[src/include/cache_params.svh]
`ifndef CACHE_PARAMS_SVH
`define CACHE_PARAMS_SVH

`define CACHE_BYTES 1024
`define LINE_BITS   128
`define BUS_BITS    32
`define BURST_BEATS 4

// derived geometry.
`define LINES       (`CACHE_BYTES * 8 / `LINE_BITS)
`define INDEX_BITS  $clog2(`LINES)
`define OFFSET_BITS $clog2(`LINE_BITS / `BUS_BITS)
`define TAG_BITS    (32 - `INDEX_BITS - `OFFSET_BITS - 2)

`endif

[src/hw/ahb_pkg.sv]
package ahb_pkg;

    typedef enum logic [1:0] {
        TRANS_IDLE   = 2'b00,
        TRANS_BUSY   = 2'b01,
        TRANS_NONSEQ = 2'b10,
        TRANS_SEQ    = 2'b11
    } htrans_t;

    typedef enum logic [2:0] {
        BURST_SINGLE = 3'b000,
        BURST_INCR   = 3'b001,
        BURST_WRAP4  = 3'b010,
        BURST_INCR4  = 3'b011
    } hburst_t;

    localparam logic [2:0] SIZE_WORD = 3'b010; // 32-bit transfers only.

    typedef struct packed {
        logic [31:0] haddr;
        logic        hwrite;
        htrans_t     htrans;
        logic [2:0]  hsize;
        hburst_t     hburst;
        logic [31:0] hwdata;  // belongs to the data phase.
    } ahb_req_t;

    typedef struct packed {
        logic [31:0] hrdata;
        logic        hready;
        logic        hresp;
    } ahb_rsp_t;

endpackage

[src/hw/cache_pkg.sv]
`include "cache_params.svh"

package cache_pkg;

    // word address split, byte field is ignored.
    typedef struct packed {
        logic [`TAG_BITS-1:0]    tag;
        logic [`INDEX_BITS-1:0]  index;
        logic [`OFFSET_BITS-1:0] offset;
        logic [1:0]              byte_sel;
    } cache_addr_t;

    typedef struct packed {
        logic                  valid;
        logic [`TAG_BITS-1:0]  tag;
        logic [`LINE_BITS-1:0] line;
    } cache_entry_t;

    typedef struct packed {
        logic                 valid;
        logic                 write;
        logic [31:0]          addr;
        logic [`BUS_BITS-1:0] wdata;
    } cpu_op_t;

    typedef struct packed {
        logic                 done;
        logic [`BUS_BITS-1:0] rdata;
    } cpu_result_t;

    typedef struct packed {
        logic                 valid;
        logic                 fill;   // 1 = line fill, 0 = single write.
        logic [31:0]          addr;
        logic [`BUS_BITS-1:0] wdata;
    } mem_cmd_t;

    typedef struct packed {
        logic                  done;
        logic [`LINE_BITS-1:0] line;
    } mem_result_t;

endpackage

[src/hw/ahb_transfer_handler.sv]
`timescale 1ns/1ps

module ahb_transfer_handler import ahb_pkg::*; import cache_pkg::*; (
    input  logic        hclk,
    input  logic        hrstn,
    input  ahb_req_t    up_req,
    output ahb_rsp_t    up_rsp,
    output cpu_op_t     op,
    input  cpu_result_t result
);

    logic        busy_q;        // a data phase is open.
    logic        issued_q;      // op already handed to the controller.
    logic        pend_write_q;
    logic [31:0] pend_addr_q;
    logic [31:0] rdata_q;
    logic        hready;
    logic        accept;

    // hit completes in the same cycle, so hready only drops on a miss or write.
    assign hready = !busy_q || result.done;
    assign accept = hready &&
                    (up_req.htrans == TRANS_NONSEQ || up_req.htrans == TRANS_SEQ);

    assign up_rsp.hready = hready;
    assign up_rsp.hresp  = 1'b0;
    assign up_rsp.hrdata = result.done ? result.rdata : rdata_q;

    assign op.valid = busy_q && !issued_q;
    assign op.write = pend_write_q;
    assign op.addr  = pend_addr_q;
    assign op.wdata = up_req.hwdata; // write data arrives with the data phase.

    always_ff @(posedge hclk or negedge hrstn) begin
        if (!hrstn) begin
            busy_q       <= 1'b0;
            issued_q     <= 1'b0;
            pend_write_q <= 1'b0;
        end else if (accept) begin
            busy_q       <= 1'b1;
            issued_q     <= 1'b0;
            pend_write_q <= up_req.hwrite;
        end else if (result.done) begin
            busy_q   <= 1'b0;
            issued_q <= 1'b0;
        end else if (op.valid) begin
            issued_q <= 1'b1;
        end
    end

    always_ff @(posedge hclk) begin
        if (accept)
            pend_addr_q <= up_req.haddr;
    end

    // keeps hrdata steady while the bus is stalled.
    always_ff @(posedge hclk or negedge hrstn) begin
        if (!hrstn)
            rdata_q <= '0;
        else if (result.done)
            rdata_q <= result.rdata;
    end

endmodule

[config.mk]
export PLATFORM = sky130hd
export DESIGN_NAME = ahb_transfer_handler
export DESIGN_NICKNAME = d
export VERILOG_FILES = /design/src/hw/ahb_pkg.sv /design/src/hw/cache_pkg.sv /design/src/hw/ahb_transfer_handler.sv
export VERILOG_INCLUDE_DIRS = /design/src /design/src/include
export SDC_FILE = /design/constraint.sdc
export NUM_CORES = 1
export LEC_CHECK = 0
export ABC_AREA = 1
export BUFFER_PORTS_ARGS = -buffer_cell sky130_fd_sc_hd__clkbuf_2
export CAP_MARGIN = 0
export CELL_PAD_IN_SITES_DETAIL_PLACEMENT = 1
export CELL_PAD_IN_SITES_GLOBAL_PLACEMENT = 2
export CORE_MARGIN = 3
export CORE_UTILIZATION = 21
export DETAILED_ROUTE_END_ITERATION = 8
export PLACE_DENSITY = 0.88
export SETUP_SLACK_MARGIN = 0.02
export SKIP_LAST_GASP = 1
export SYNTH_ARGS = -nofsm -noshare
export SYNTH_HDL_FRONTEND = slang
export SYNTH_SLANG_ARGS = --single-unit
[constraint.sdc]
create_clock -name hclk -period 1.8 [get_ports hclk]
set_input_delay 0 -clock hclk [delete_from_list [all_inputs] [get_ports hclk]]
set_output_delay 0 -clock hclk [all_outputs]
set_load 0.01 [all_outputs]
; Word-level counts from Yosys, hierarchy flattened
; Index checks and enable logic that the tools add are counted.
[word_totals]
reg_bits = 67
input_bits = 108
out_inout_bits = 100
wordCells = 21
[op_classes]
eq_ne = 2
mux = 6
reduce_logical = 8
[op_table]
columns = op, count
row1 = two-way mux 32 bit, 1
row2 = two-way mux 1 bit, 5
row3 = "== test 2 bit, second input constant", 2
row4 = nonzero test 3 bit, 1
row5 = logical AND 1 bit, 2
row6 = logical NOT 1 bit, 2
row7 = logical OR 1 bit, 2
row8 = nonzero test 2 bit, 1

; Longest topological paths before layout
[depth]
word_depth = 5
ltp_mapped = 6
mapped_depth_nobuf = 5

; Least setup slack after synthesis
; Ideal clock, no wire load.
[synth_timing]
path_type = register -> register
start = reg busy_q
end = reg pend_addr_q[0] (enable)
setup_ns = 0.387
t_arrival_ns = 1.161
t_required_ns = 1.413
setup_slack_ns = 0.252
stages_incl_launch_ff = 4
n_path_buf = 0
period_less_slack_ns = 1.548
cell_sequence = dfrtp_1 -> nand2_4 -> nand2_2 -> inv_1
[synth_between]
elab_chain_len = 3
[synth_lines]
columns = element, line_no
row1 = start: declaration, ahb_transfer_handler.sv:12  ; logic busy_q;
row2 = start signal: assignment, ahb_transfer_handler.sv:36  ; busy_q <= 1'b0;
row3 = start signal: assignment, ahb_transfer_handler.sv:40  ; busy_q <= 1'b1;
row4 = start signal: assignment, ahb_transfer_handler.sv:44  ; busy_q <= 1'b0;
row5 = logical NOT 1 bit, ahb_transfer_handler.sv:21  ; assign hready = !busy_q || result.done;
row6 = logical OR 1 bit, ahb_transfer_handler.sv:21
row7 = via hready, ahb_transfer_handler.sv:17  ; logic hready;
row8 = logical AND 1 bit, ahb_transfer_handler.sv:22  ; assign accept = hready &&
row9 = via accept, ahb_transfer_handler.sv:18  ; logic accept;
row10 = end signal: assignment, ahb_transfer_handler.sv:53  ; pend_addr_q <= up_req.haddr;
row11 = end: declaration, ahb_transfer_handler.sv:15  ; logic [31:0] pend_addr_q;
; The timed path passes the listed nets, and every way through them passes these cells.
; A chain may end at the register's enable or synchronous reset.

; Worst setup path after layout
[layout_timing]
start = reg busy_q
end = reg pend_addr_q[7] (enable)
[layout_between]
elab_chain_len = 3
[layout_lines]
columns = element, line_no
row1 = logical NOT 1 bit, ahb_transfer_handler.sv:21
row2 = logical OR 1 bit, ahb_transfer_handler.sv:21
row3 = logical AND 1 bit, ahb_transfer_handler.sv:22
row4 = via accept, ahb_transfer_handler.sv:18
; The timed path passes the listed nets, and every way through them passes these cells.

==> summary.txt <==
Placement
  – Dpl ws: 0.463 ns
  – Port bufs: 135
  – Post-DP HPWL: 4.58 mm
  – Placed Cells: 482
  – Routability congestion estimate: 0.647

Clock network
  – Worst-Skew Late Latency: 0.33 ns
  – Clk slew on worst S/H paths: 0.06 ns
  – Number of H-tree levels: 3
  – CTS buffer count: 9
  – Root Buffer: clkbuf_16
  – CTS Buffer Depth: 2
  – Clock sink count: 67
  – CTS tree: done

Floorplanning
  – Die span in x: 117 microns
  – Core ar.: 12,100 sq um
  – Starting Density: 21.6%
  – Die area: 13,800 sq um
  – Die H: 117 microns
  – Site row count: 40
  – Top Ports: 208

Global routing
  – Gr usage total: 11.7%
  – First-pass GRT wire length: 12.6 mm
  – Largest net degree at the start of global routing: 36
  – Initial antenna violation count: 0
  – GR Overflow Total: 0
  – Vias in the first global route: 2,388

STA
  – RSZ-0062 raised after global routing: no
  – Setup violation total in the final timing report: 0
  – Fmax: 751 MHz
  – Slew at the pin closest to its max-slew limit: 0.920 ns
  – Max-slew violation count: 0
  – Slew HR: 38.6%
  – Tcrit/Tclk final: 73.9%
  – Worst Skew: 0.00689 ns
  – Hold WS: 0.00000364 ns
  – Final min period: 1.33 ns
  – Setup ws final: 0.469 ns
  – Hold Fails Final Rpt: 0
  – Setup TNS: 0 ns

Layout
  – Final-stage net count: 501
  – Most common cell after layout, fill and taps aside: clkbuf_2
  – Post-Layout Cell Count: 566
  – Area grow syn2layout: 60.2%
  – Final core occ: 34.6%
  – Antenna cells: 0
  – Layout cells sized above 1: 38.7%
  – FILL cells: 1,365
  – Most frequent cells in the layout: clkbuf_2 (135), nand2_1 (100), dlygate4sd3_1 (68)

Detailed routing
  – Wire per inst: 13.5 microns
  – DRC viols: 0
  – Drt total wl: 7.64 mm
  – Routed vias: 2,126
  – First-iteration detailed-routing DRC count: 86
  – Final ANT Viol Nets: 0
  – Vias per cell: 3.76
  – First-pass iteration count of the detailed router: 4

Outcome
  – Status: complete, no violations

Synthesis
  – Xor and xnor area share after synthesis: 0%
  – Simple-gate share of the synthesized area: 15.6%
  – Yosys reg bits: 67
  – Multiplexer area fraction after synthesis: 0%
  – Post-Synth Adder-Cell Area: 0%
  – Syn Area/Cell: 11.9 sq um
  – Post-synthesis cell count: 219
  – Post-Syn Nets: 327
  – Largest family of logic cells by synthesized area: simple AND/OR/NAND/NOR gates
  – Synthesis Warnings: 0
  – Cell variety after synth: 12
  – Mapped cell area: 2600 sq um
  – Compound-Gate Fraction of Synth Area: 0%
  – Post-synthesis sequential area ratio: 70.5%

Job
  – Max-cap check violation count: 0

Setup path
  – Slowest stage delay, CP: 0.40 ns
  – Crit Path Max Fanout: 32
  – WS Path Type: register to register
  – CP cell instances: nand2_4, nand2_2, inv_1, buf_4
  – Setup slack, reg-to-reg: 0.47 ns
  – Data required time at the worst endpoint: 1.78 ns
  – CP startpoint kind: register
  – Critical path endpoint category: register
  – CP max stage cell: dfrtp_1
  – Worst EP arrival: 1.31 ns

Power
  – Sw Ratio: 22.3%
  – Pwr/cell area: 995 nW/um^2
  – Clk network pwr share: 44.9%
  – Static Leak: 2.07 nW
  – Internal: 3.23 mW
  – Combinational share of power: 12.7%
  – Net Switching: 924 uW
  – Sequential share of power: 42.4%
  – VDD IR max: 0.326 mV

Worst hold path
  – Worst Hold Class: input port to output port
cell type report:
type / count / area, sq um / area share (%)
clock buffer: 11 / 243 / 5.82
multi-input combinational: 106 / 410 / 9.84
sequential: 67 / 1840 / 44.0
clock inverter: 5 / 76.3 / 1.83
tap: 168 / 210 / 5.04
inverter: 4 / 22.5 / 0.540
timing repair buffer: 205 / 1370 / 32.9
path summary, 6_finish.rpt:
kind	from	end	cells past startpoint
max	busy_q	pend_addr_q[7]	4
min	up_req[31]	op[31]	0
max reg2reg	busy_q	pend_addr_q[7]	4
min reg2reg	rdata_q[4]	rdata_q[4]	2
max in group asynchronous	hrstn	rdata_q[9]	2
min in group asynchronous	hrstn	rdata_q[26]	2
synth_stat cells:
master    instances  area share (%)
inv_1             3            0.43
edfxtp_1         32              37
dfrtp_1          35              34
buf_6             5             2.2
nand3_1           2            0.38
buf_4            37              11
nand2_1         100              14
inv_8             1            0.43
nor2_1            1            0.14
conb_1            1            0.14
nand2_2           1            0.24
nand2_4           1            0.43
state kept, by name, summed over array words and instances (netlist names):
signal,flops
pend_write_q,1
rdata_q,32
pend_addr_q,32
busy_q,1
issued_q,1
kinds of logic after synthesis:
kind of cell | after synthesis
simple gates | 105
buf+inv | 46
other cells | 1
flops | 67
metrics by stage:
stage	total power, mW	cell area, sq um
5_1_grt	4.35	4170
4_1_cts	4.21	4170
3_3_place_gp	2.18	3170
2_1_floorplan	2.05	2600
6_report	4.15	4170
3_5_place_dp	2.20	3170
repair_timing:
| action | in CTS | in global routing |
|---|---|---|
| hold endpoints to repair | 101 | 0 |
| gates resized for setup | 0 | 0 |
| buffers inserted | 0 | 0 |
| endpoints found under the setup margin | 0 | 0 |
| hold buffers | 68 | 0 |
critical path: cells and delay by family, from the launching register on:
kind | cells | cell delay [ns]
buf+inv | 2 | 0.41
simple gates | 2 | 0.15
flops | 1 | 0.40
power by group through the flow:
stage	clock network, mW	logic, mW	registers, mW
floorplan	0	0.249	1.80
global placement	0	0.399	1.78
detailed placement	0	0.410	1.79
CTS	1.92	0.530	1.76
global route	1.99	0.589	1.77
finish	1.86	0.527	1.76
layer usage:
metal  track usage [%]  routed length [microns]  vias up
met5                 0                        0        -
li1                  -                        -     1009
met4              6.52                      245        0
met1              12.8                     3130      972
met2              19.2                     3610      117
met3              4.87                      653       28
Power figures use the tool's default switching activity.
