### src/include/cache_params.svh
`ifndef CACHE_PARAMS_SVH
`define CACHE_PARAMS_SVH

`define CACHE_BYTES 1024
`define LINE_BITS   128
`define BUS_BITS    32
`define BURST_BEATS 4

// derived geometry.
`define LINES       (`CACHE_BYTES * 8 / `LINE_BITS)
`define INDEX_BITS  $clog2(`LINES)
`define OFFSET_BITS $clog2(`LINE_BITS / `BUS_BITS)
`define TAG_BITS    (32 - `INDEX_BITS - `OFFSET_BITS - 2)

`endif

### src/hw/ahb_pkg.sv
package ahb_pkg;

    typedef enum logic [1:0] {
        TRANS_IDLE   = 2'b00,
        TRANS_BUSY   = 2'b01,
        TRANS_NONSEQ = 2'b10,
        TRANS_SEQ    = 2'b11
    } htrans_t;

    typedef enum logic [2:0] {
        BURST_SINGLE = 3'b000,
        BURST_INCR   = 3'b001,
        BURST_WRAP4  = 3'b010,
        BURST_INCR4  = 3'b011
    } hburst_t;

    localparam logic [2:0] SIZE_WORD = 3'b010; // 32-bit transfers only.

    typedef struct packed {
        logic [31:0] haddr;
        logic        hwrite;
        htrans_t     htrans;
        logic [2:0]  hsize;
        hburst_t     hburst;
        logic [31:0] hwdata;  // belongs to the data phase.
    } ahb_req_t;

    typedef struct packed {
        logic [31:0] hrdata;
        logic        hready;
        logic        hresp;
    } ahb_rsp_t;

endpackage

### src/hw/cache_pkg.sv
`include "cache_params.svh"

package cache_pkg;

    // word address split, byte field is ignored.
    typedef struct packed {
        logic [`TAG_BITS-1:0]    tag;
        logic [`INDEX_BITS-1:0]  index;
        logic [`OFFSET_BITS-1:0] offset;
        logic [1:0]              byte_sel;
    } cache_addr_t;

    typedef struct packed {
        logic                  valid;
        logic [`TAG_BITS-1:0]  tag;
        logic [`LINE_BITS-1:0] line;
    } cache_entry_t;

    typedef struct packed {
        logic                 valid;
        logic                 write;
        logic [31:0]          addr;
        logic [`BUS_BITS-1:0] wdata;
    } cpu_op_t;

    typedef struct packed {
        logic                 done;
        logic [`BUS_BITS-1:0] rdata;
    } cpu_result_t;

    typedef struct packed {
        logic                 valid;
        logic                 fill;   // 1 = line fill, 0 = single write.
        logic [31:0]          addr;
        logic [`BUS_BITS-1:0] wdata;
    } mem_cmd_t;

    typedef struct packed {
        logic                  done;
        logic [`LINE_BITS-1:0] line;
    } mem_result_t;

endpackage

### src/hw/line_fill_master.sv
`timescale 1ns/1ps
`include "cache_params.svh"

module line_fill_master import ahb_pkg::*; import cache_pkg::*; (
    input  logic        hclk,
    input  logic        hrstn,
    input  mem_cmd_t    cmd,
    output mem_result_t mem_res,
    output ahb_req_t    dn_req,
    input  ahb_rsp_t    dn_rsp
);

    localparam int BEAT_BYTES = `BUS_BITS / 8;

    logic                  active_q;
    logic [2:0]            addr_cnt_q;  // address phases accepted.
    logic [1:0]            data_cnt_q;  // data phases completed.
    logic                  data_ph_q;
    logic                  done_q;
    logic [`LINE_BITS-1:0] line_q;
    logic [2:0]            beats;
    logic                  addr_on;
    logic                  addr_go;
    logic                  data_go;
    logic                  last_data;

    assign beats     = cmd.fill ? 3'(`BURST_BEATS) : 3'd1;
    assign addr_on   = active_q && (addr_cnt_q < beats);
    assign addr_go   = addr_on && dn_rsp.hready;
    assign data_go   = data_ph_q && dn_rsp.hready;
    assign last_data = ({1'b0, data_cnt_q} == beats - 3'd1);

    // address of beat n+1 overlaps the data phase of beat n.
    always_comb begin
        dn_req.htrans = TRANS_IDLE;
        if (addr_on)
            dn_req.htrans = (addr_cnt_q == 3'd0) ? TRANS_NONSEQ : TRANS_SEQ;
    end

    assign dn_req.haddr  = cmd.addr + 32'(addr_cnt_q) * BEAT_BYTES;
    assign dn_req.hwrite = !cmd.fill;
    assign dn_req.hsize  = SIZE_WORD;
    assign dn_req.hburst = cmd.fill ? BURST_INCR4 : BURST_SINGLE;
    assign dn_req.hwdata = cmd.wdata;

    always_ff @(posedge hclk or negedge hrstn) begin
        if (!hrstn) begin
            active_q   <= 1'b0;
            addr_cnt_q <= '0;
            data_cnt_q <= '0;
            data_ph_q  <= 1'b0;
            done_q     <= 1'b0;
        end else begin
            done_q <= 1'b0;
            if (!active_q) begin
                if (cmd.valid && !done_q) begin  // cmd drops the cycle after done.
                    active_q   <= 1'b1;
                    addr_cnt_q <= '0;
                    data_cnt_q <= '0;
                end
            end else begin
                if (addr_go)
                    addr_cnt_q <= addr_cnt_q + 3'd1;
                if (addr_go)
                    data_ph_q <= 1'b1;
                else if (data_go)
                    data_ph_q <= 1'b0;
                if (data_go) begin
                    data_cnt_q <= data_cnt_q + 2'd1;
                    if (last_data) begin
                        active_q <= 1'b0;
                        done_q   <= 1'b1;
                    end
                end
            end
        end
    end

    always_ff @(posedge hclk) begin
        if (data_go && cmd.fill)
            line_q[data_cnt_q*`BUS_BITS +: `BUS_BITS] <= dn_rsp.hrdata;
    end

    assign mem_res.done = done_q;
    assign mem_res.line = line_q;

endmodule

### config.mk
export PLATFORM = sky130hd
export DESIGN_NAME = line_fill_master
export DESIGN_NICKNAME = d
export VERILOG_FILES = /design/src/hw/ahb_pkg.sv /design/src/hw/cache_pkg.sv /design/src/hw/line_fill_master.sv
export VERILOG_INCLUDE_DIRS = /design/src /design/src/include
export SDC_FILE = /design/constraint.sdc
export NUM_CORES = 1
export LEC_CHECK = 0
export ABC_AREA = 1
export BUFFER_PORTS_ARGS = -buffer_cell sky130_fd_sc_hd__buf_2
export CAP_MARGIN = 10
export CORE_ASPECT_RATIO = 0.7
export CORE_MARGIN = 1
export CORE_UTILIZATION = 45
export CTS_BUF_LIST = sky130_fd_sc_hd__clkbuf_8
export DETAILED_ROUTE_END_ITERATION = 8
export PLACE_DENSITY = 0.75
export SYNTH_ARGS = -nofsm -noshare
export SYNTH_HDL_FRONTEND = slang
export SYNTH_SLANG_ARGS = --single-unit
### constraint.sdc
create_clock -name hclk -period 6.06 [get_ports hclk]
set_input_delay 1.212 -clock hclk [delete_from_list [all_inputs] [get_ports hclk]]
set_output_delay 1.212 -clock hclk [all_outputs]
set_load 0.02 [all_outputs]
; After elaboration in Yosys (flattened, before gate mapping)
; Index checks and enable logic that the tools add are counted.
[word_totals]
ff_bits = 136
inputBits = 102
word_cells = 50
[classes]
n_addsub = 5
order_cmp = 1
eq_ne = 3
shifts = 2
mux = 20
reduce_logical = 13
[ops]
columns = operator, n
row1 = bitwise mux 128 bit, 1
row2 = variable shift 32 x 34 -> 128 bit (first input constant), 1
row3 = variable part select 32 x 34 -> 128 bit, 1
row4 = negation 7 -> 34 bit, 1
row5 = adder 32 x 5 -> 32 bit, 1
row6 = 2-to-1 mux 3 bit, 4
row7 = 2-to-1 mux 1 bit, 10
row8 = 2-to-1 mux 2 bit, 5
row9 = AND reduction 2 bit, 3
row10 = logical AND 1 bit, 5
row11 = != test 2 x 1 -> 1 bit (second input constant), 2
row12 = nonzero test 2 bit, 2
row13 = adder 3 x 1 -> 3 bit (second input constant), 1
row14 = equality test 2 x 3 -> 1 bit, 1
row15 = logical NOT 3 bit, 1
row16 = < comparator 3 bit, 1
row17 = subtractor 3 x 1 -> 3 bit (second input constant), 1
row18 = adder 2 x 1 -> 2 bit (second input constant), 1
row19 = logical NOT 1 bit, 2

; Logic depth before layout (Yosys ltp)
; Gate-level depths: netlist of run 1.
[logic_depth]
ltp_word = 6
ltp_mapped = 9
mapped_depth_nobuf = 9

; Worst setup path after synthesis of run 1
; No wires, ideal clock.
[synth_timing]
kind = in2out
startpoint = input port cmd[34] (netlist bit)
endpoint = output port dn_req[55] (netlist bit)
arrival_ps = 2728
required_ps = 4848
slack_ps = 2120
path_stages = 7
n_path_buf = 0
path_cell_list = ha_1 inv_1 fa_1 o21ai_4 inv_2 nor2_4 xor2_1
[synth_rtl]
columns = element, line
row1 = from (decl), line_fill_master.sv:7  ; input mem_cmd_t cmd,
row2 = to (decl), line_fill_master.sv:9  ; output ahb_req_t dn_req,

==> impl_metrics.tcl, run 1 <==
set metrics [dict create \
    ctsResizeCount 0 \
    fin_nets 935 \
    die_w_um 145 \
    worstPathRequired_ns 4.85 \
    ys_ff_latch 136 \
    numClockSinks 136 \
    hold_viol 0 \
    cts_root_buf "clkbuf_8" \
    synth_compound_area_frac 0.0109 \
    cts_tree "done" \
    grt_pass1_wl_mm 24.0 \
    synthAdderAreaFrac 0.0245 \
    path_class "input pin to output pin" \
    final_common_cell "buf_2" \
    via_per_inst 4.87 \
    yosysWarningCount 0 \
    gp_congestion 0.897 \
    synth.area.top_cells "edfxtp_1 (60%), nor2_1 (7.9%), nand2_1 (6.6%)" \
    yosysTopAreaCell "edfxtp_1" \
    setup_viol 0 \
    critPathLaunchType "input pin" \
    grt_max_degree 35 \
    min_to "data_ph_q" \
    drc 0 \
    initial_utilization 0.461 \
    finClkSkew_ns 0.0108 \
    cts_buffers 17 \
    wl_per_cell_um 16.0 \
    avgSynthCellArea_um2 10.3 \
    final_cell_mix "buf_2 (230), nor2_1 (131), edfxtp_1 (128)" \
    synth-xor-area-share 0.0204 \
    drv_cap 0 \
    final.min_clock_period_ns 4.13 \
    cts_buffer_depth 2 \
    arrival_ns 2.92 \
    hp-start "data_ph_q" \
    drtIter0Drc 349 \
    fmax_ghz 0.242 \
    fillCellCount 1188 \
    synthMuxAreaShare 0 \
    rows 36 \
    postCtsSetupBuffers 0 \
    crit_path_end_kind "output pin" \
    clk_latency_ns 0.43 \
    dieArea_mm2 0.0148 \
    min_delay_path_depth 2 \
    grt_pass1_vias 4478 \
    fp.coreArea_mm2 0.0140 \
    path_cells "buf_2, ha_1, inv_1, fa_1, o21ai_4, inv_2, nor2_4, nand3b_1, nand2_1, buf_2" \
    slowest_delay_ns 0.44 \
    r2r-end "line_q[17]" \
    slew_viol_final 0 \
    hold_path.class "flop to flop" \
    htree_levels 4 \
    dp_hpwl_mm 11.8 \
    drt_pass1_iterations 5 \
    dp_worst_setup_slack_ns 1.93 \
    r2r-start "data_cnt_q[0]" \
    synth_top_family_by_area "simple AND/OR/NAND/NOR gates" \
    p_leak_uw 0.00351 \
    worstPathMaxFanout 5 \
    gr-total-overflow 0 \
    p_per_area_mw_per_mm2 362 \
    io_buffers 230 \
    ios 304 \
    yosysTopAreaCellShare 0.597 \
    drt-total-wl_mm 16.4 \
    syn_to_final_growth_pct 22.5 \
    seq_area_mm2 0.00404 \
    tightest_slew_ns 1.14 \
    syn_inst 626 \
    r2r_slack_ns 2.41 \
    ant_nets 0 \
    rsz0062_at_grt "no" \
    reg2regPathDepth 7 \
    finalWorstSetupSlack_ns 1.93 \
    timing.final.crit_share 0.682 \
    post_route_cells_drive_above_1_share 0.337 \
    hold_buffers 0 \
    grt_usage 0.216 \
    relSlewSlack 0.237 \
    critPathMostFrequentCell "buf_2" \
    cts.clk_slew.worst_paths_ns 0.08 \
    status "complete, no violations" \
    setup_tns_ns 0 \
    yosysSeqAreaShare 0.628 \
    ys_types 29 \
    via_count 4988 \
    critPathSlowestCell "fa_1" \
    multi_input_area_mm2 0.00179 \
    synth_simple_gate_area_frac 0.216 \
    antenna_found_initial 0 \
    die_h_um 102 \
    antennaDiodeCount 0 \
    netlist_area_mm2 0.00644 \
    irDropWorstVdd_mv 0.279 \
]
registers in the layout, indices dropped and copies added (netlist names):
register / flops
line_q: 128
addr_cnt_q: 3
data_cnt_q: 2
active_q: 1
data_ph_q: 1
done_q: 1
metal layers:
layer  routed length [um]  vias to the layer above  global-route usage  share of wire
li1                     -                     2379                   -              -
met1                 6690                     2347               0.271           0.41
met2                 8160                      216               0.366           0.50
met3                  995                       46              0.0402          0.061
met4                  536                        0               0.107          0.033
met5                    0                        -                   0              0
cell usage after synthesis, drive strengths merged:
cell	instances
nor2	141
edfxtp	128
nand2	118
inv	63
buf	53
nor3	35
nand3	18
nand3b	13
ha	11
dfrtp	8
xor2	8
xnor2	7
clkbuf	6
o21ai	6
a21oi	3
clkinv	2
conb	2
fa	1
nand4	1
o21bai	1
o22ai	1
how the worst max path moves through the flow:
stage                 start    endpoint  slack, ns  cells after the start
floorplan           cmd[34]  dn_req[55]       2.12                      7
global placement    cmd[34]  dn_req[55]       1.95                      9
detailed placement  cmd[34]  dn_req[63]       1.93                     10
CTS                 cmd[34]  dn_req[71]       1.92                     10
global route        cmd[34]  dn_req[63]       1.75                     11
finish              cmd[34]  dn_req[63]       1.93                     10
per-stage QoR:
stage | util | hold WS [ns] | area [um2] | std cells | total power [uW]
after floorplan | - | 0.473 | 6450 | 628 | 1890
after global placement | 0.537 | 0.494 | 7490 | 992 | 2120
after detailed placement | 0.537 | 0.498 | 7490 | 992 | 2140
after CTS | 0.565 | 0.516 | 7890 | 1024 | 2870
after global routing | 0.565 | 0.594 | 7890 | 1024 | 2990
final | 0.565 | 0.518 | 7890 | 1024 | 2850
area by class of cell:
type,count,area share
repair buffers,233,0.149
clock inverters,15,0.0203
inverters,65,0.0309
multi-input cells,368,0.227
well taps,190,0.0301
clock buffers,17,0.0297
flip-flops and latches,136,0.513
worst max-delay path: cells and delay by family:
family / cells / cell delay [ns]
buffers and inverters: 4 / 0.39
AO/OA/AOI/OAI: 1 / 0.36
AND/OR/NAND/NOR: 3 / 0.32
adder cells (fa/ha/maj): 2 / 0.64
cells by family (layout without fill, tap and decap cells):
| kind of cell | Yosys count | after routing |
|---|---|---|
| AND/OR/NAND/NOR | 326 | 326 |
| flip-flops | 136 | 136 |
| buffers and inverters | 124 | 330 |
| XOR/XNOR | 15 | 15 |
| adder cells (fa/ha/maj) | 12 | 12 |
| AO/OA/AOI/OAI | 11 | 11 |
| other | 2 | 4 |
power breakdown:
part | switching, uW | internal, uW | total [uW]
Clock | 390 | 342 | 732
Combinational | 663 | 230 | 893
Sequential | 51.6 | 1170 | 1230
Total | 1100 | 1750 | 2850
Note: power is estimated with default switching activity, not from simulation.
==> run 2: changes to the inputs <==
--- a/config.mk
+++ b/config.mk
@@ -11,10 +11,10 @@
 export CAP_MARGIN = 10
 export CORE_ASPECT_RATIO = 0.7
 export CORE_MARGIN = 1
-export CORE_UTILIZATION = 45
+export CORE_UTILIZATION = 44
 export CTS_BUF_LIST = sky130_fd_sc_hd__clkbuf_8
 export DETAILED_ROUTE_END_ITERATION = 8
-export PLACE_DENSITY = 0.75
+export PLACE_DENSITY = 0.76
 export SYNTH_ARGS = -nofsm -noshare
 export SYNTH_HDL_FRONTEND = slang
 export SYNTH_SLANG_ARGS = --single-unit
==> constraint.sdc (replaced) <==
create_clock -name hclk -period 3.45 [get_ports hclk]
set_input_delay 0.69 -clock hclk [delete_from_list [all_inputs] [get_ports hclk]]
set_output_delay 0.69 -clock hclk [all_outputs]
set_load 0.02 [all_outputs]
==> impl_metrics.tcl, run 2 (same netlist as run 1, synthesis figures left out) <==
set metrics [dict create \
    cts_tree "done" \
    cts_root_buf "clkbuf_8" \
    drc 0 \
    drtIter0Drc 343 \
    cpLargestDelayFamily "adder cells" \
    ant_nets 0 \
    reg_top3 "line_q: 128 flops, addr_cnt_q: 3 flops, data_cnt_q: 2 flops" \
    relSlewSlack 0.220 \
    fmax_ghz 0.311 \
    reg2regPathDepth 9 \
    die_w_um 147 \
    grt_usage 0.217 \
    hold_viol 0 \
    grt_max_degree 35 \
    arrival_ns 2.52 \
    final_cell_mix "buf_2 (230), nor2_1 (131), edfxtp_1 (128)" \
    tightest_slew_ns 1.17 \
    cp_num_cells 8 \
    critPathSlowestCell "fa_1" \
    drt-total-wl_mm 16.8 \
    ios 304 \
    initial_utilization 0.457 \
    largest_register_ffs 128 \
    grt_pass1_vias 4450 \
    via_per_inst 4.91 \
    critPathLaunchType "flop" \
    htree_levels 4 \
    gr-total-overflow 0 \
    antenna_found_initial 1 \
    drv_cap 0 \
    gp_congestion 0.925 \
    numClockSinks 136 \
    crit_path_end_kind "output pin" \
    timing.final.crit_share 0.932 \
    final.min_clock_period_ns 3.21 \
    hold_buffers 0 \
    via_count 5056 \
    finClkSkew_ns 0.0134 \
    postCtsSetupBuffers 0 \
    final_common_cell "buf_2" \
    p_per_area_mw_per_mm2 635 \
    antennaDiodeCount 0 \
    worstPathRequired_ns 2.76 \
    power_uw 5070 \
    cts_buffer_depth 2 \
    rsz0062_at_grt "no" \
    syn_to_final_growth_pct 23.8 \
    p_leak_uw 0.00355 \
    drt_pass1_iterations 5 \
    path_class "flop to output pin" \
    hold_path.class "input pin to asynchronous set/reset pin" \
    critical_path_buf_inv_count 3 \
    io_buffers 230 \
    setup_tns_ns 0 \
    cts.clk_slew.worst_paths_ns 0.08 \
    dp_hpwl_mm 12.4 \
    die_h_um 103 \
    dieArea_mm2 0.0151 \
    clk_latency_ns 0.44 \
    slew_viol_final 0 \
    path_cells "ha_1, inv_1, fa_1, o21ai_4, inv_2, nor2_4, xor2_1, buf_2" \
    fin_nets 941 \
    fp.coreArea_mm2 0.0141 \
    status "complete, no violations" \
    cts_buffers 17 \
    ctsResizeCount 0 \
    grt_pass1_wl_mm 24.4 \
    wl_per_cell_um 16.3 \
    rows 36 \
    worstPathMaxFanout 5 \
    post_route_cells_drive_above_1_share 0.340 \
    setup_viol 0 \
    irDropWorstVdd_mv 0.450 \
    top_register "line_q" \
    slowest_delay_ns 0.44 \
]
==> run 2: changes by cell type in the layout (fill, tap and decap cells not counted) <==
cell,before,now
inv_6,5,7
clkinvlp_4,2,3
buf_12,0,3
buf_4,3,6
clkinv_8,1,0
clkinv_4,2,0
inv_8,3,1
clkinv_1,3,4
bufinv_16,1,2
==> run 2: stage by stage <==
| step | area [um2] | utilization | hold WS, ns | instances | setup slack [ns] |
|---|---|---|---|---|---|
| after floorplan | 6450 | - | 0.394 | 628 | 0.554 |
| after global placement | 7580 | 0.537 | 0.498 | 998 | 0.378 |
| after detailed placement | 7580 | 0.537 | 0.535 | 998 | 0.343 |
| after CTS | 7970 | 0.565 | 0.0606 | 1030 | 0.195 |
| after global routing | 7970 | 0.565 | 0.0641 | 1030 | 0.0242 |
| final | 7970 | 0.565 | 0.0826 | 1030 | 0.235 |
==> run 2: worst paths after layout <==
check                                      to           from  slack (ns)
worst min register to register      data_ph_q      data_ph_q        0.54
worst max-delay path               dn_req[55]  addr_cnt_q[0]        0.24
min in group hclk                   data_ph_q      data_ph_q        0.54
worst max register to register     line_q[67]  data_cnt_q[0]        1.02
worst min-delay path            addr_cnt_q[1]          hrstn        0.08
max in group asynchronous           data_ph_q          hrstn        3.19
==> run 2: final cells by class <==
cell class | instances | area [um2]
clock buffer | 17 | 234
clock inverter | 15 | 163
fill | 1235 | 6130
inverter | 65 | 244
multi-input combinational | 368 | 1790
sequential | 136 | 4040
tap | 190 | 238
timing repair buffer | 239 | 1260
==> run 2: report_power, final <==
| group | internal (uW) | switching, uW | leakage, uW | total [uW] |
|---|---|---|---|---|
| Combinational | 429 | 1190 | 0.00206 | 1620 |
| Clock | 658 | 668 | 0.000192 | 1330 |
| Sequential | 2060 | 58.4 | 0.00129 | 2120 |
| Total | 3150 | 1920 | 0.00355 | 5070 |
==> run 2: metal layers <==
metal  vias up  global-route usage  routed length (um)  part of all wire
li1       2397                   -                   -                 -
met1      2350               0.284                6820              0.41
met2       245               0.339                7920              0.47
met3        62              0.0526                1320             0.078
met4         2               0.122                 691             0.041
met5         -                   0                  13           0.00078
