==> src/include/cache_params.svh <==
`ifndef CACHE_PARAMS_SVH
`define CACHE_PARAMS_SVH

`define CACHE_BYTES 1024
`define LINE_BITS   128
`define BUS_BITS    32
`define BURST_BEATS 4

// derived geometry.
`define LINES       (`CACHE_BYTES * 8 / `LINE_BITS)
`define INDEX_BITS  $clog2(`LINES)
`define OFFSET_BITS $clog2(`LINE_BITS / `BUS_BITS)
`define TAG_BITS    (32 - `INDEX_BITS - `OFFSET_BITS - 2)

`endif

==> src/hw/cache_pkg.sv <==
`include "cache_params.svh"

package cache_pkg;

    // word address split, byte field is ignored.
    typedef struct packed {
        logic [`TAG_BITS-1:0]    tag;
        logic [`INDEX_BITS-1:0]  index;
        logic [`OFFSET_BITS-1:0] offset;
        logic [1:0]              byte_sel;
    } cache_addr_t;

    typedef struct packed {
        logic                  valid;
        logic [`TAG_BITS-1:0]  tag;
        logic [`LINE_BITS-1:0] line;
    } cache_entry_t;

    typedef struct packed {
        logic                 valid;
        logic                 write;
        logic [31:0]          addr;
        logic [`BUS_BITS-1:0] wdata;
    } cpu_op_t;

    typedef struct packed {
        logic                 done;
        logic [`BUS_BITS-1:0] rdata;
    } cpu_result_t;

    typedef struct packed {
        logic                 valid;
        logic                 fill;   // 1 = line fill, 0 = single write.
        logic [31:0]          addr;
        logic [`BUS_BITS-1:0] wdata;
    } mem_cmd_t;

    typedef struct packed {
        logic                  done;
        logic [`LINE_BITS-1:0] line;
    } mem_result_t;

endpackage

==> src/hw/cache_ctrl.sv <==
`timescale 1ns/1ps
`include "cache_params.svh"

module cache_ctrl import cache_pkg::*; (
    input  logic                    hclk,
    input  logic                    hrstn,
    input  cpu_op_t                 op,
    output cpu_result_t             result,
    output logic [`INDEX_BITS-1:0]  rd_index,
    input  cache_entry_t            entry,
    output logic                    line_we,
    output cache_entry_t            line_wr,
    output logic                    word_we,
    output logic [`OFFSET_BITS-1:0] word_offset,
    output logic [`BUS_BITS-1:0]    word_data,
    output mem_cmd_t                cmd,
    input  mem_result_t             mem_res
);

    typedef enum logic [1:0] {
        ST_IDLE,
        ST_FILL,
        ST_WRITE
    } state_t;

    state_t               state_q;
    cache_addr_t          op_addr;
    cache_addr_t          cur_addr;
    cache_addr_t          look_addr;
    logic [`BUS_BITS-1:0] cur_wdata;
    logic                 hit;

    // line segment select.
    function automatic logic [`BUS_BITS-1:0] sel_word(
        input logic [`LINE_BITS-1:0]   line,
        input logic [`OFFSET_BITS-1:0] offset
    );
        return line[offset*`BUS_BITS +: `BUS_BITS];
    endfunction

    assign op_addr   = op.addr;
    assign look_addr = (state_q == ST_IDLE) ? op_addr : cur_addr;
    assign rd_index  = look_addr.index;
    assign hit       = entry.valid && (entry.tag == look_addr.tag);

    always_ff @(posedge hclk or negedge hrstn) begin
        if (!hrstn) begin
            state_q <= ST_IDLE;
        end else begin
            case (state_q)
                ST_IDLE: begin
                    if (op.valid && op.write)
                        state_q <= ST_WRITE;  // every write goes downstream.
                    else if (op.valid && !hit)
                        state_q <= ST_FILL;
                end
                ST_FILL, ST_WRITE: begin
                    if (mem_res.done)
                        state_q <= ST_IDLE;
                end
                default: state_q <= ST_IDLE;
            endcase
        end
    end

    always_ff @(posedge hclk) begin
        if (state_q == ST_IDLE && op.valid) begin
            cur_addr  <= op_addr;
            cur_wdata <= op.wdata;
        end
    end

    always_comb begin
        result    = '0;
        cmd       = '0;
        line_we   = 1'b0;
        word_we   = 1'b0;
        cmd.wdata = cur_wdata;
        case (state_q)
            ST_IDLE: begin
                if (op.valid && !op.write && hit) begin
                    result.done  = 1'b1;
                    result.rdata = sel_word(entry.line, look_addr.offset);
                end
            end
            ST_FILL: begin
                cmd.valid = 1'b1;
                cmd.fill  = 1'b1;
                cmd.addr  = {cur_addr.tag, cur_addr.index, {(`OFFSET_BITS + 2){1'b0}}};
                if (mem_res.done) begin
                    line_we      = 1'b1;
                    result.done  = 1'b1;
                    result.rdata = sel_word(mem_res.line, cur_addr.offset);
                end
            end
            ST_WRITE: begin
                cmd.valid = 1'b1;
                cmd.addr  = cur_addr;
                if (mem_res.done) begin
                    word_we     = hit;   // no allocate on a write miss.
                    result.done = 1'b1;
                end
            end
            default: ;
        endcase
    end

    assign line_wr.valid = 1'b1;
    assign line_wr.tag   = cur_addr.tag;
    assign line_wr.line  = mem_res.line;

    assign word_offset = cur_addr.offset;
    assign word_data   = cur_wdata;

endmodule

==> config.mk <==
export PLATFORM = sky130hd
export DESIGN_NAME = cache_ctrl
export DESIGN_NICKNAME = d
export VERILOG_FILES = /design/src/hw/cache_pkg.sv /design/src/hw/cache_ctrl.sv
export VERILOG_INCLUDE_DIRS = /design/src /design/src/include
export SDC_FILE = /design/constraint.sdc
export NUM_CORES = 1
export LEC_CHECK = 0
export BUFFER_PORTS_ARGS = -buffer_cell sky130_fd_sc_hd__clkbuf_2
export CAP_MARGIN = 10
export CORE_AREA = 3 3 249 251
export DETAILED_ROUTE_END_ITERATION = 8
export DIE_AREA = 0 0 252 254
export GPL_ROUTABILITY_DRIVEN = 0
export MAX_ROUTING_LAYER = met4
export PLACE_DENSITY = 0.33
export SLEW_MARGIN = 15
export SYNTH_ARGS = -nofsm -noshare
export SYNTH_HDL_FRONTEND = slang
export SYNTH_SLANG_ARGS = --single-unit
==> constraint.sdc <==
create_clock -name hclk -period 6.6 [get_ports hclk]
set_input_delay 1.32 -clock hclk [delete_from_list [all_inputs] [get_ports hclk]]
set_output_delay 1.32 -clock hclk [all_outputs]
set_load 0.03 [all_outputs]
---- Word level (Yosys, flattened, before mapping) ----
Index checks and enable logic that the tools add are counted.
storage, ports and cells
  bits in latches ......................... 0
  word-level logic and storage cells ...... 40
  bits of input ports ..................... 348
  bits in registers ....................... 66
  memories ................................ 0
  bits in read-only memories .............. 0
  bits in writable memories ............... 0
  output and inout port bits .............. 292
operators by class
  order comparisons ....................... 0
  add/sub/neg operators ................... 0
  multiply operators ...................... 0
  reductions and logical operators ........ 11
  shift-type cells ........................ 2
  multiplexer cells ....................... 16
  eq/ne operators ......................... 5
  div/mod/pow operators ................... 0
  bitwise logic cells ..................... 0
operators by type and width
  kind                number
  $shiftx 128x8->32   2
  $pmux 32 s2         2
  $mux 33             2
  $mux 32             1
  $eq 22x22->1        1
  $logic_and 1x1->1   6
  $mux 1              6
  $mux 2              3
  $pmux 2 s2          1
  $ne 3x1->1 const B  1
  $pmux 1 s3          1
  $eq 2x1->1 const B  1
  $eq 2x2->1 const B  1
  $logic_not 1->1     2
  $logic_not 2->1     1
  $ne 2x1->1 const B  1
  $reduce_and 2->1    1
  $reduce_or 2->1     1

---- Logic depth before layout (Yosys ltp) ----
Gate-level depths: netlist of the first run.
  depth after elaboration ................. 9
  gate-level depth with buffers ........... 11
  gate-level depth less buffers ........... 8

---- Worst setup path after synthesis of the first run ----
Ideal clock, no wire load.
  path type ............................... input to output
  start point ............................. input port op[65] (netlist name)
  end point ............................... output port result[32] (netlist name)
  slack ................................... 1502 ps
  cell stages on the path ................. 4
  data arrival time ....................... 3778 ps
  path buffers ............................ 1
  data required time ...................... 5280 ps
  path through ............................ and2_1 nand4b_4 buf_6 a21oi_2
RTL lines
  item             line             source
  start, declared  cache_ctrl.sv:7  input cpu_op_t op,
  end, declared    cache_ctrl.sv:8  output cpu_result_t result,

==> results of run 1 <==
[stage by stage]
stage               cell area, µm²  setup slack, ns
floorplan                     6510             1.50
global placement              9200             1.78
global route                  9530             1.14
detailed placement            9200             1.70
CTS                           9520             1.28
finish                        9530             1.46
[cells in the mapped netlist, types with 2 or more instances]
| cell type | n | area, µm² |
|---|---|---|
| a21oi_1 | 2 | 10.0 |
| and2_1 | 34 | 213 |
| buf_12 | 2 | 40.0 |
| buf_2 | 6 | 30.0 |
| buf_4 | 188 | 1410 |
| buf_6 | 4 | 45.0 |
| clkbuf_1 | 11 | 41.3 |
| clkinv_1 | 32 | 120 |
| dfrtp_1 | 2 | 50.1 |
| edfxtp_1 | 64 | 1920 |
| ha_1 | 4 | 50.1 |
| inv_1 | 2 | 7.51 |
| mux2_2 | 6 | 67.6 |
| mux2i_1 | 23 | 230 |
| mux4_2 | 64 | 1440 |
| nand2_1 | 37 | 139 |
| nand4_2 | 3 | 37.5 |
| nor2_1 | 2 | 7.51 |
| nor2b_1 | 2 | 12.5 |
| o21a_1 | 2 | 15.0 |
| o21ai_0 | 2 | 10.0 |
| o21ai_1 | 4 | 20.0 |
| o21ai_2 | 29 | 254 |
| xor2_1 | 19 | 166 |
[worst min-delay path: cells and delay by family, from the launching register on]
family | cells | cell delay, ns
AO/OA/AOI/OAI | 1 | 0.06
flip-flops | 1 | 0.43
AND/OR/NAND/NOR | 1 | 0.09
[state kept, by name, summed over array words and instances (netlist names)]
signal	cells
line_wr	22
word_offset	2
cur_addr	8
state_q	2
word_data	32
[power by group through the flow]
stage               Clock, mW  Sequential (mW)  Combinational (mW)
CTS                     0.577            0.658                2.07
floorplan                   0            0.716                1.49
finish                  0.543            0.655                2.00
detailed placement          0            0.664                2.06
global route            0.591            0.667                2.15
global placement            0            0.665                2.07
[layout by cell type, fill, tap and decap left out, drive strengths merged, types with 3 or more instances in the layout]
master and count:
ha 4, diode 4, nand4 4, mux2 6, inv 3, mux4 64, nand2 37, buf 8
mux2i 24, a21oi 3, o21ai 35, and2 34, edfxtp 64, xor2 20, clkbuf 647, clkinv 34
[routing by layer]
metal,part of all wire [%],vias to the layer above,routed length [µm]
li1,-,2704,-
met1,40,2821,13400
met3,6.1,19,2030
met2,52,320,17400
met4,1.6,0,537
met5,0,-,0
[how the worst min path moves through the flow]
stage / from / end / slack, ns / cells past startpoint
final: state_q[1]$_DFFE_PN0P_ / state_q[1]$_DFFE_PN0P_ / 0.61 / 2
after global routing: state_q[0]$_DFFE_PN0P_ / state_q[0]$_DFFE_PN0P_ / 0.64 / 1
after CTS: state_q[1]$_DFFE_PN0P_ / state_q[1]$_DFFE_PN0P_ / 0.61 / 2
after detailed placement: state_q[1]$_DFFE_PN0P_ / state_q[1]$_DFFE_PN0P_ / 0.60 / 2
after global placement: state_q[1]$_DFFE_PN0P_ / state_q[1]$_DFFE_PN0P_ / 0.58 / 2
after floorplan: state_q[1]$_DFFE_PN0P_ / state_q[1]$_DFFE_PN0P_ / 0.56 / 2
[kinds of logic (layout without fill, tap and decap cells)]
kind of cell,after synthesis,after routing
mux,94,94
simple gates,84,84
other cells,1,5
flops,66,66
xor+xnor,22,22
compound gates,41,41
buf+inv,246,696
fa+ha+maj,4,4
[final cells by class]
cell class	instances	share of cell area (%)
antenna	4	0.105
clock buffer	9	2.36
clock inverter	7	0.972
inverter	34	1.34
multi-input combinational	246	30.1
sequential	66	20.7
tap	782	10.3
timing repair buffer	646	34.1
==> results.py, run 1 <==
metrics = {
    "outcome": {
        "run_status": "complete, no violations",
    },
    "floorplan": {
        "core_area_um2": 60100,
        "row_count": 90,
        "io-pin-count": 640,
        "die_h_um": 254,
        "die-area_um2": 64000,
        "die_w_um": 252,
        "start_util_pct": 10.8,
    },
    "power": {
        "p_seq_share_pct": 20.5,
        "p_leak_nw": 4.61,
        "internal-power_mw": 1.63,
        "combPwrFrac_pct": 62.6,
        "switching_power_mw": 1.57,
        "clkPwrFrac_pct": 17.0,
        "power_mw": 3.20,
        "ir_drop_v": 0.000120,
        "power_density_nw_per_um2": 336,
        "netSwitchingFraction_pct": 49.1,
    },
    "layout": {
        "fillCellCount": 6802,
        "final_core_utilization_pct": 15.8,
        "multiInputGateArea_um2": 2870,
        "regArea_um2": 1970,
        "nets": 1355,
        "fin_cells": 1794,
        "layout-drive-gt1-share_pct": 77.0,
        "syn_to_final_growth_pct": 46.4,
    },
    "timing": {
        "maxSlewHeadroom_pct": 30.3,
        "holdWs_ns": 0.609,
        "fin_crit_ns": 5.14,
        "fmax_ghz": 0.195,
        "post-route-period-util_pct": 77.8,
        "fin_setup_tns_ns": 0,
        "setup_viol": 0,
        "fin_skew_ns": 0.00859,
        "rsz0062_at_grt": "no",
        "worstMarginPinSlew_ns": 1.02,
        "hold_violations": 0,
        "final_max_slew_viol_count": 0,
    },
    "global_routing": {
        "use_met2_pct": 17.5,
        "grt_pass1_vias": 6038,
        "grt_max_degree": 66,
        "grt_busiest_layer": "met2",
        "grtUsageMet1_pct": 11.6,
        "grtUsageTotal_pct": 9.96,
        "grt_overflow_total": 0,
        "antenna_found_initial": 3,
        "gr-usage-met3_pct": 2.10,
        "grt_pass1_wl_um": 44100,
    },
    "synthesis": {
        "ys_async_sr_fraction_pct": 3.03,
        "synth-seq-cells": 66,
        "netlist_area_um2": 6510,
        "synth_top_family_by_area": "multiplexers",
        "syn_inst": 558,
        "synth.avg_cell_area_um2": 11.7,
        "synth_compound_area_share_pct": 5.02,
        "synth_mux_area_share_pct": 27.1,
        "ys_seq_area_share_pct": 30.3,
        "synth_edf_count": 64,
        "synth-simple-area-share_pct": 7.51,
        "synthDistinctLibCells": 38,
        "synthFlopType": "edfxtp_1",
        "synth-xor-area-share_pct": 3.19,
        "synth_adder_area_share_pct": 0.769,
        "yosys_warnings": 0,
        "syn_nets": 910,
    },
    "job": {
        "cap_violations": 0,
    },
    "critical_path": {
        "path_cells": "inv_1 > ha_2 > buf_4 > mux2i_1 > xor2_2 > nand4_1 > nor4_4 > nand4b_4 > buf_4 > o21ai_2 > clkbuf_2",
        "worstSetupStartpointType": "flop",
        "max_stage_delay_ns": 0.50,
        "startpoint": "state_q[0]$_DFFE_PN0P_",
        "cpMostUsedCell": "buf_4",
        "endpoint_kind": "primary output",
        "crit_path_end": "result[3]",
        "worst_r2r_path_depth": 9,
        "r2r_start": "state_q[0]$_DFFE_PN0P_",
        "worstReg2RegEnd": "state_q[1]$_DFFE_PN0P_",
        "critPathMaxFanout": 33,
        "worst_path_max_delay_cell": "ha_2",
        "worst-setup-path-type": "reg -> out",
        "cp_num_buf_inv": 4,
        "cp.depth": 11,
        "rrSetupSlack_ns": 3.65,
        "cp_top_family": "buffers and inverters",
        "arrival_ns": 3.82,
        "cp.required_ns": 5.28,
    },
    "cts": {
        "post_cts_resized": 0,
        "cts_hold_buffers": 0,
        "cts.sinks": 66,
        "cts_tree": "yes",
        "cts-buffers-inserted": 9,
        "ctsHtreeMaxLevel": 3,
        "clkTransAtPathRegs_ns": 0.06,
        "clk_latency_ns": 0.36,
        "post-cts-setup-buffers": 0,
        "cts_buffer_depth": 2,
        "root_buffer": "clkbuf_16",
    },
    "drt": {
        "finalWirelength_um": 33300,
        "dr.first_iter.drc_count": 255,
        "dr.pass1.iters": 5,
        "drtAntennaViolNets": 0,
        "routedWlPerCell_um": 18.6,
        "vias": 5864,
        "drc": 0,
        "vias_per_cell": 3.27,
    },
    "worst_hold_path": {
        "hp-class": "reg -> reg",
    },
    "place": {
        "dp_cells": 1774,
        "port_buffers": 638,
        "dpl.hpwl_um": 28700,
    },
}
Power figures use the tool's default switching activity.
==> run 2: changes to the inputs <==
- CORE_AREA: 3 3 249 251 -> 3 3 251 253
- DIE_AREA: 0 0 252 254 -> 0 0 254 256
- clock period: 6.6 -> 5.15 ns (I/O delays scaled with it)
==> results.py, run 2 (synthesized netlist as in run 1, its figures left out) <==
metrics = {
    "timing": {
        "fin_skew_ns": 0.00705,
        "setup_viol": 0,
        "fmax_ghz": 0.217,
        "worstMarginPinSlew_ns": 0.992,
        "maxSlewHeadroom_pct": 33.9,
        "final_max_slew_viol_count": 0,
        "fin_crit_ns": 4.60,
        "hold_violations": 0,
        "post-route-period-util_pct": 89.3,
        "rsz0062_at_grt": "no",
        "fin_setup_tns_ns": 0,
    },
    "power": {
        "clkPwrFrac_pct": 17.6,
        "p_leak_nw": 4.63,
        "p_seq_share_pct": 19.8,
        "power_mw": 4.23,
        "power_density_nw_per_um2": 441,
        "ir_drop_v": 0.000171,
        "internal-power_mw": 2.16,
        "switching_power_mw": 2.07,
        "combPwrFrac_pct": 62.6,
        "netSwitchingFraction_pct": 48.9,
    },
    "layout": {
        "nets": 1355,
        "fin_cells": 1803,
        "final_common_cell": "clkbuf_2",
        "layout-drive-gt1-share_pct": 77.1,
        "fillCellCount": 6911,
        "largest_reg_flops": 32,
        "final_cell_mix": "638 x clkbuf_2, 64 x mux4_2, 64 x edfxtp_1, 37 x nand2_1",
        "syn_to_final_growth_pct": 47.4,
    },
    "critical_path": {
        "path_cells": "inv_1 > ha_2 > buf_12 > mux2i_1 > xor2_2 > nand4_1 > nor4_4 > nand4b_4 > buf_4 > o21ai_2 > clkbuf_2",
        "worst_r2r_path_depth": 9,
        "crit_path_end": "result[10]",
        "worst_path_max_delay_cell": "nor4_4",
        "endpoint_kind": "primary output",
        "worstReg2RegEnd": "state_q[1]$_DFFE_PN0P_",
        "startpoint": "state_q[0]$_DFFE_PN0P_",
        "cp.depth": 11,
        "cp_num_buf_inv": 4,
        "worstSetupStartpointType": "flop",
        "rrSetupSlack_ns": 2.39,
        "critPathMaxFanout": 33,
        "arrival_ns": 3.57,
        "worst-setup-path-type": "reg -> out",
        "max_stage_delay_ns": 0.44,
        "cp.required_ns": 4.12,
        "r2r_start": "state_q[0]$_DFFE_PN0P_",
        "cp_top_family": "buffers and inverters",
    },
    "cts": {
        "post-cts-setup-buffers": 0,
        "clk_latency_ns": 0.35,
        "post_cts_resized": 0,
        "cts_tree": "yes",
        "cts_buffer_depth": 2,
        "cts_hold_buffers": 0,
        "clkTransAtPathRegs_ns": 0.06,
        "root_buffer": "clkbuf_16",
        "cts.sinks": 66,
        "ctsHtreeMaxLevel": 3,
        "cts-buffers-inserted": 9,
    },
    "floorplan": {
        "core_area_um2": 61300,
        "io-pin-count": 640,
        "die-area_um2": 65000,
        "start_util_pct": 10.6,
        "die_h_um": 256,
        "die_w_um": 254,
        "row_count": 91,
    },
    "place": {
        "dp_cells": 1782,
        "dpl.hpwl_um": 29500,
        "port_buffers": 638,
    },
    "global_routing": {
        "grtUsageTotal_pct": 10.2,
        "grt_pass1_wl_um": 46400,
        "grt_overflow_total": 0,
        "grt_pass1_vias": 6183,
        "antenna_found_initial": 7,
        "grt_max_degree": 66,
    },
    "drt": {
        "dr.pass1.iters": 4,
        "vias": 5968,
        "dr.first_iter.drc_count": 247,
        "drc": 0,
        "drtAntennaViolNets": 0,
        "finalWirelength_um": 34000,
        "routedWlPerCell_um": 18.9,
        "vias_per_cell": 3.31,
    },
    "outcome": {
        "run_status": "complete, no violations",
    },
    "job": {
        "cap_violations": 0,
    },
    "worst_hold_path": {
        "hp-class": "in -> async",
    },
}
run 2: layout make-up:
| type | count | area [µm²] | share of cell area (%) |
|---|---|---|---|
| Antenna cell | 5 | 12.5 | 0.130 |
| Multi-Input combinational cell | 246 | 2870 | 29.9 |
| Tap cell | 790 | 988 | 10.3 |
| Clock inverter | 7 | 124 | 1.29 |
| Timing Repair Buffer | 646 | 3280 | 34.2 |
| Sequential cell | 66 | 1970 | 20.5 |
| Clock buffer | 9 | 225 | 2.35 |
| Inverter | 34 | 128 | 1.33 |
run 2: stage by stage:
stage | hold slack (ns) | utilization [%] | worst slack (ns) | cell area (µm²)
after floorplan | 0.556 | - | 0.632 | 6510
after global placement | 0.585 | 15.1 | 0.884 | 9240
after detailed placement | 0.600 | 15.1 | 0.793 | 9240
after CTS | 0.427 | 15.6 | 0.373 | 9590
after global routing | 0.440 | 15.7 | 0.198 | 9600
final | 0.463 | 15.7 | 0.552 | 9600
run 2: worst min path at each step:
stage,cells after the start,to
after floorplan,2,state_q[1]$_DFFE_PN0P_
after global placement,2,state_q[1]$_DFFE_PN0P_
after global routing,1,state_q[0]$_DFFE_PN0P_
after detailed placement,2,state_q[1]$_DFFE_PN0P_
final,1,state_q[0]$_DFFE_PN0P_
after CTS,1,state_q[0]$_DFFE_PN0P_
run 2: worst reg2reg max path, stage by stage (launching register included):
cell and delay (ns):
dfrtp_1 0.42, inv_1 0.11, ha_2 0.37, buf_12 0.25, mux2i_1 0.32, xor2_2 0.15
nand4_1 0.19, nor4_4 0.45, nand2_1 0.25, o21ai_1 0.18
run 2: layer usage:
metal	share of wire (%)	vias up	global-route usage (%)
met4	1.9	0	2.72
li1	-	2699	-
met3	7.9	20	2.45
met2	49	321	17.1
met1	41	2928	12.3
met5	0	-	-
run 2: power groups by stage:
stage               combinational (mW)  clock, mW  sequential, mW
global route                      2.84      0.804           0.855
floorplan                         1.91          0           0.917
global placement                  2.73          0           0.851
CTS                               2.73      0.786           0.840
detailed placement                2.72          0           0.849
finish                            2.65      0.746           0.838
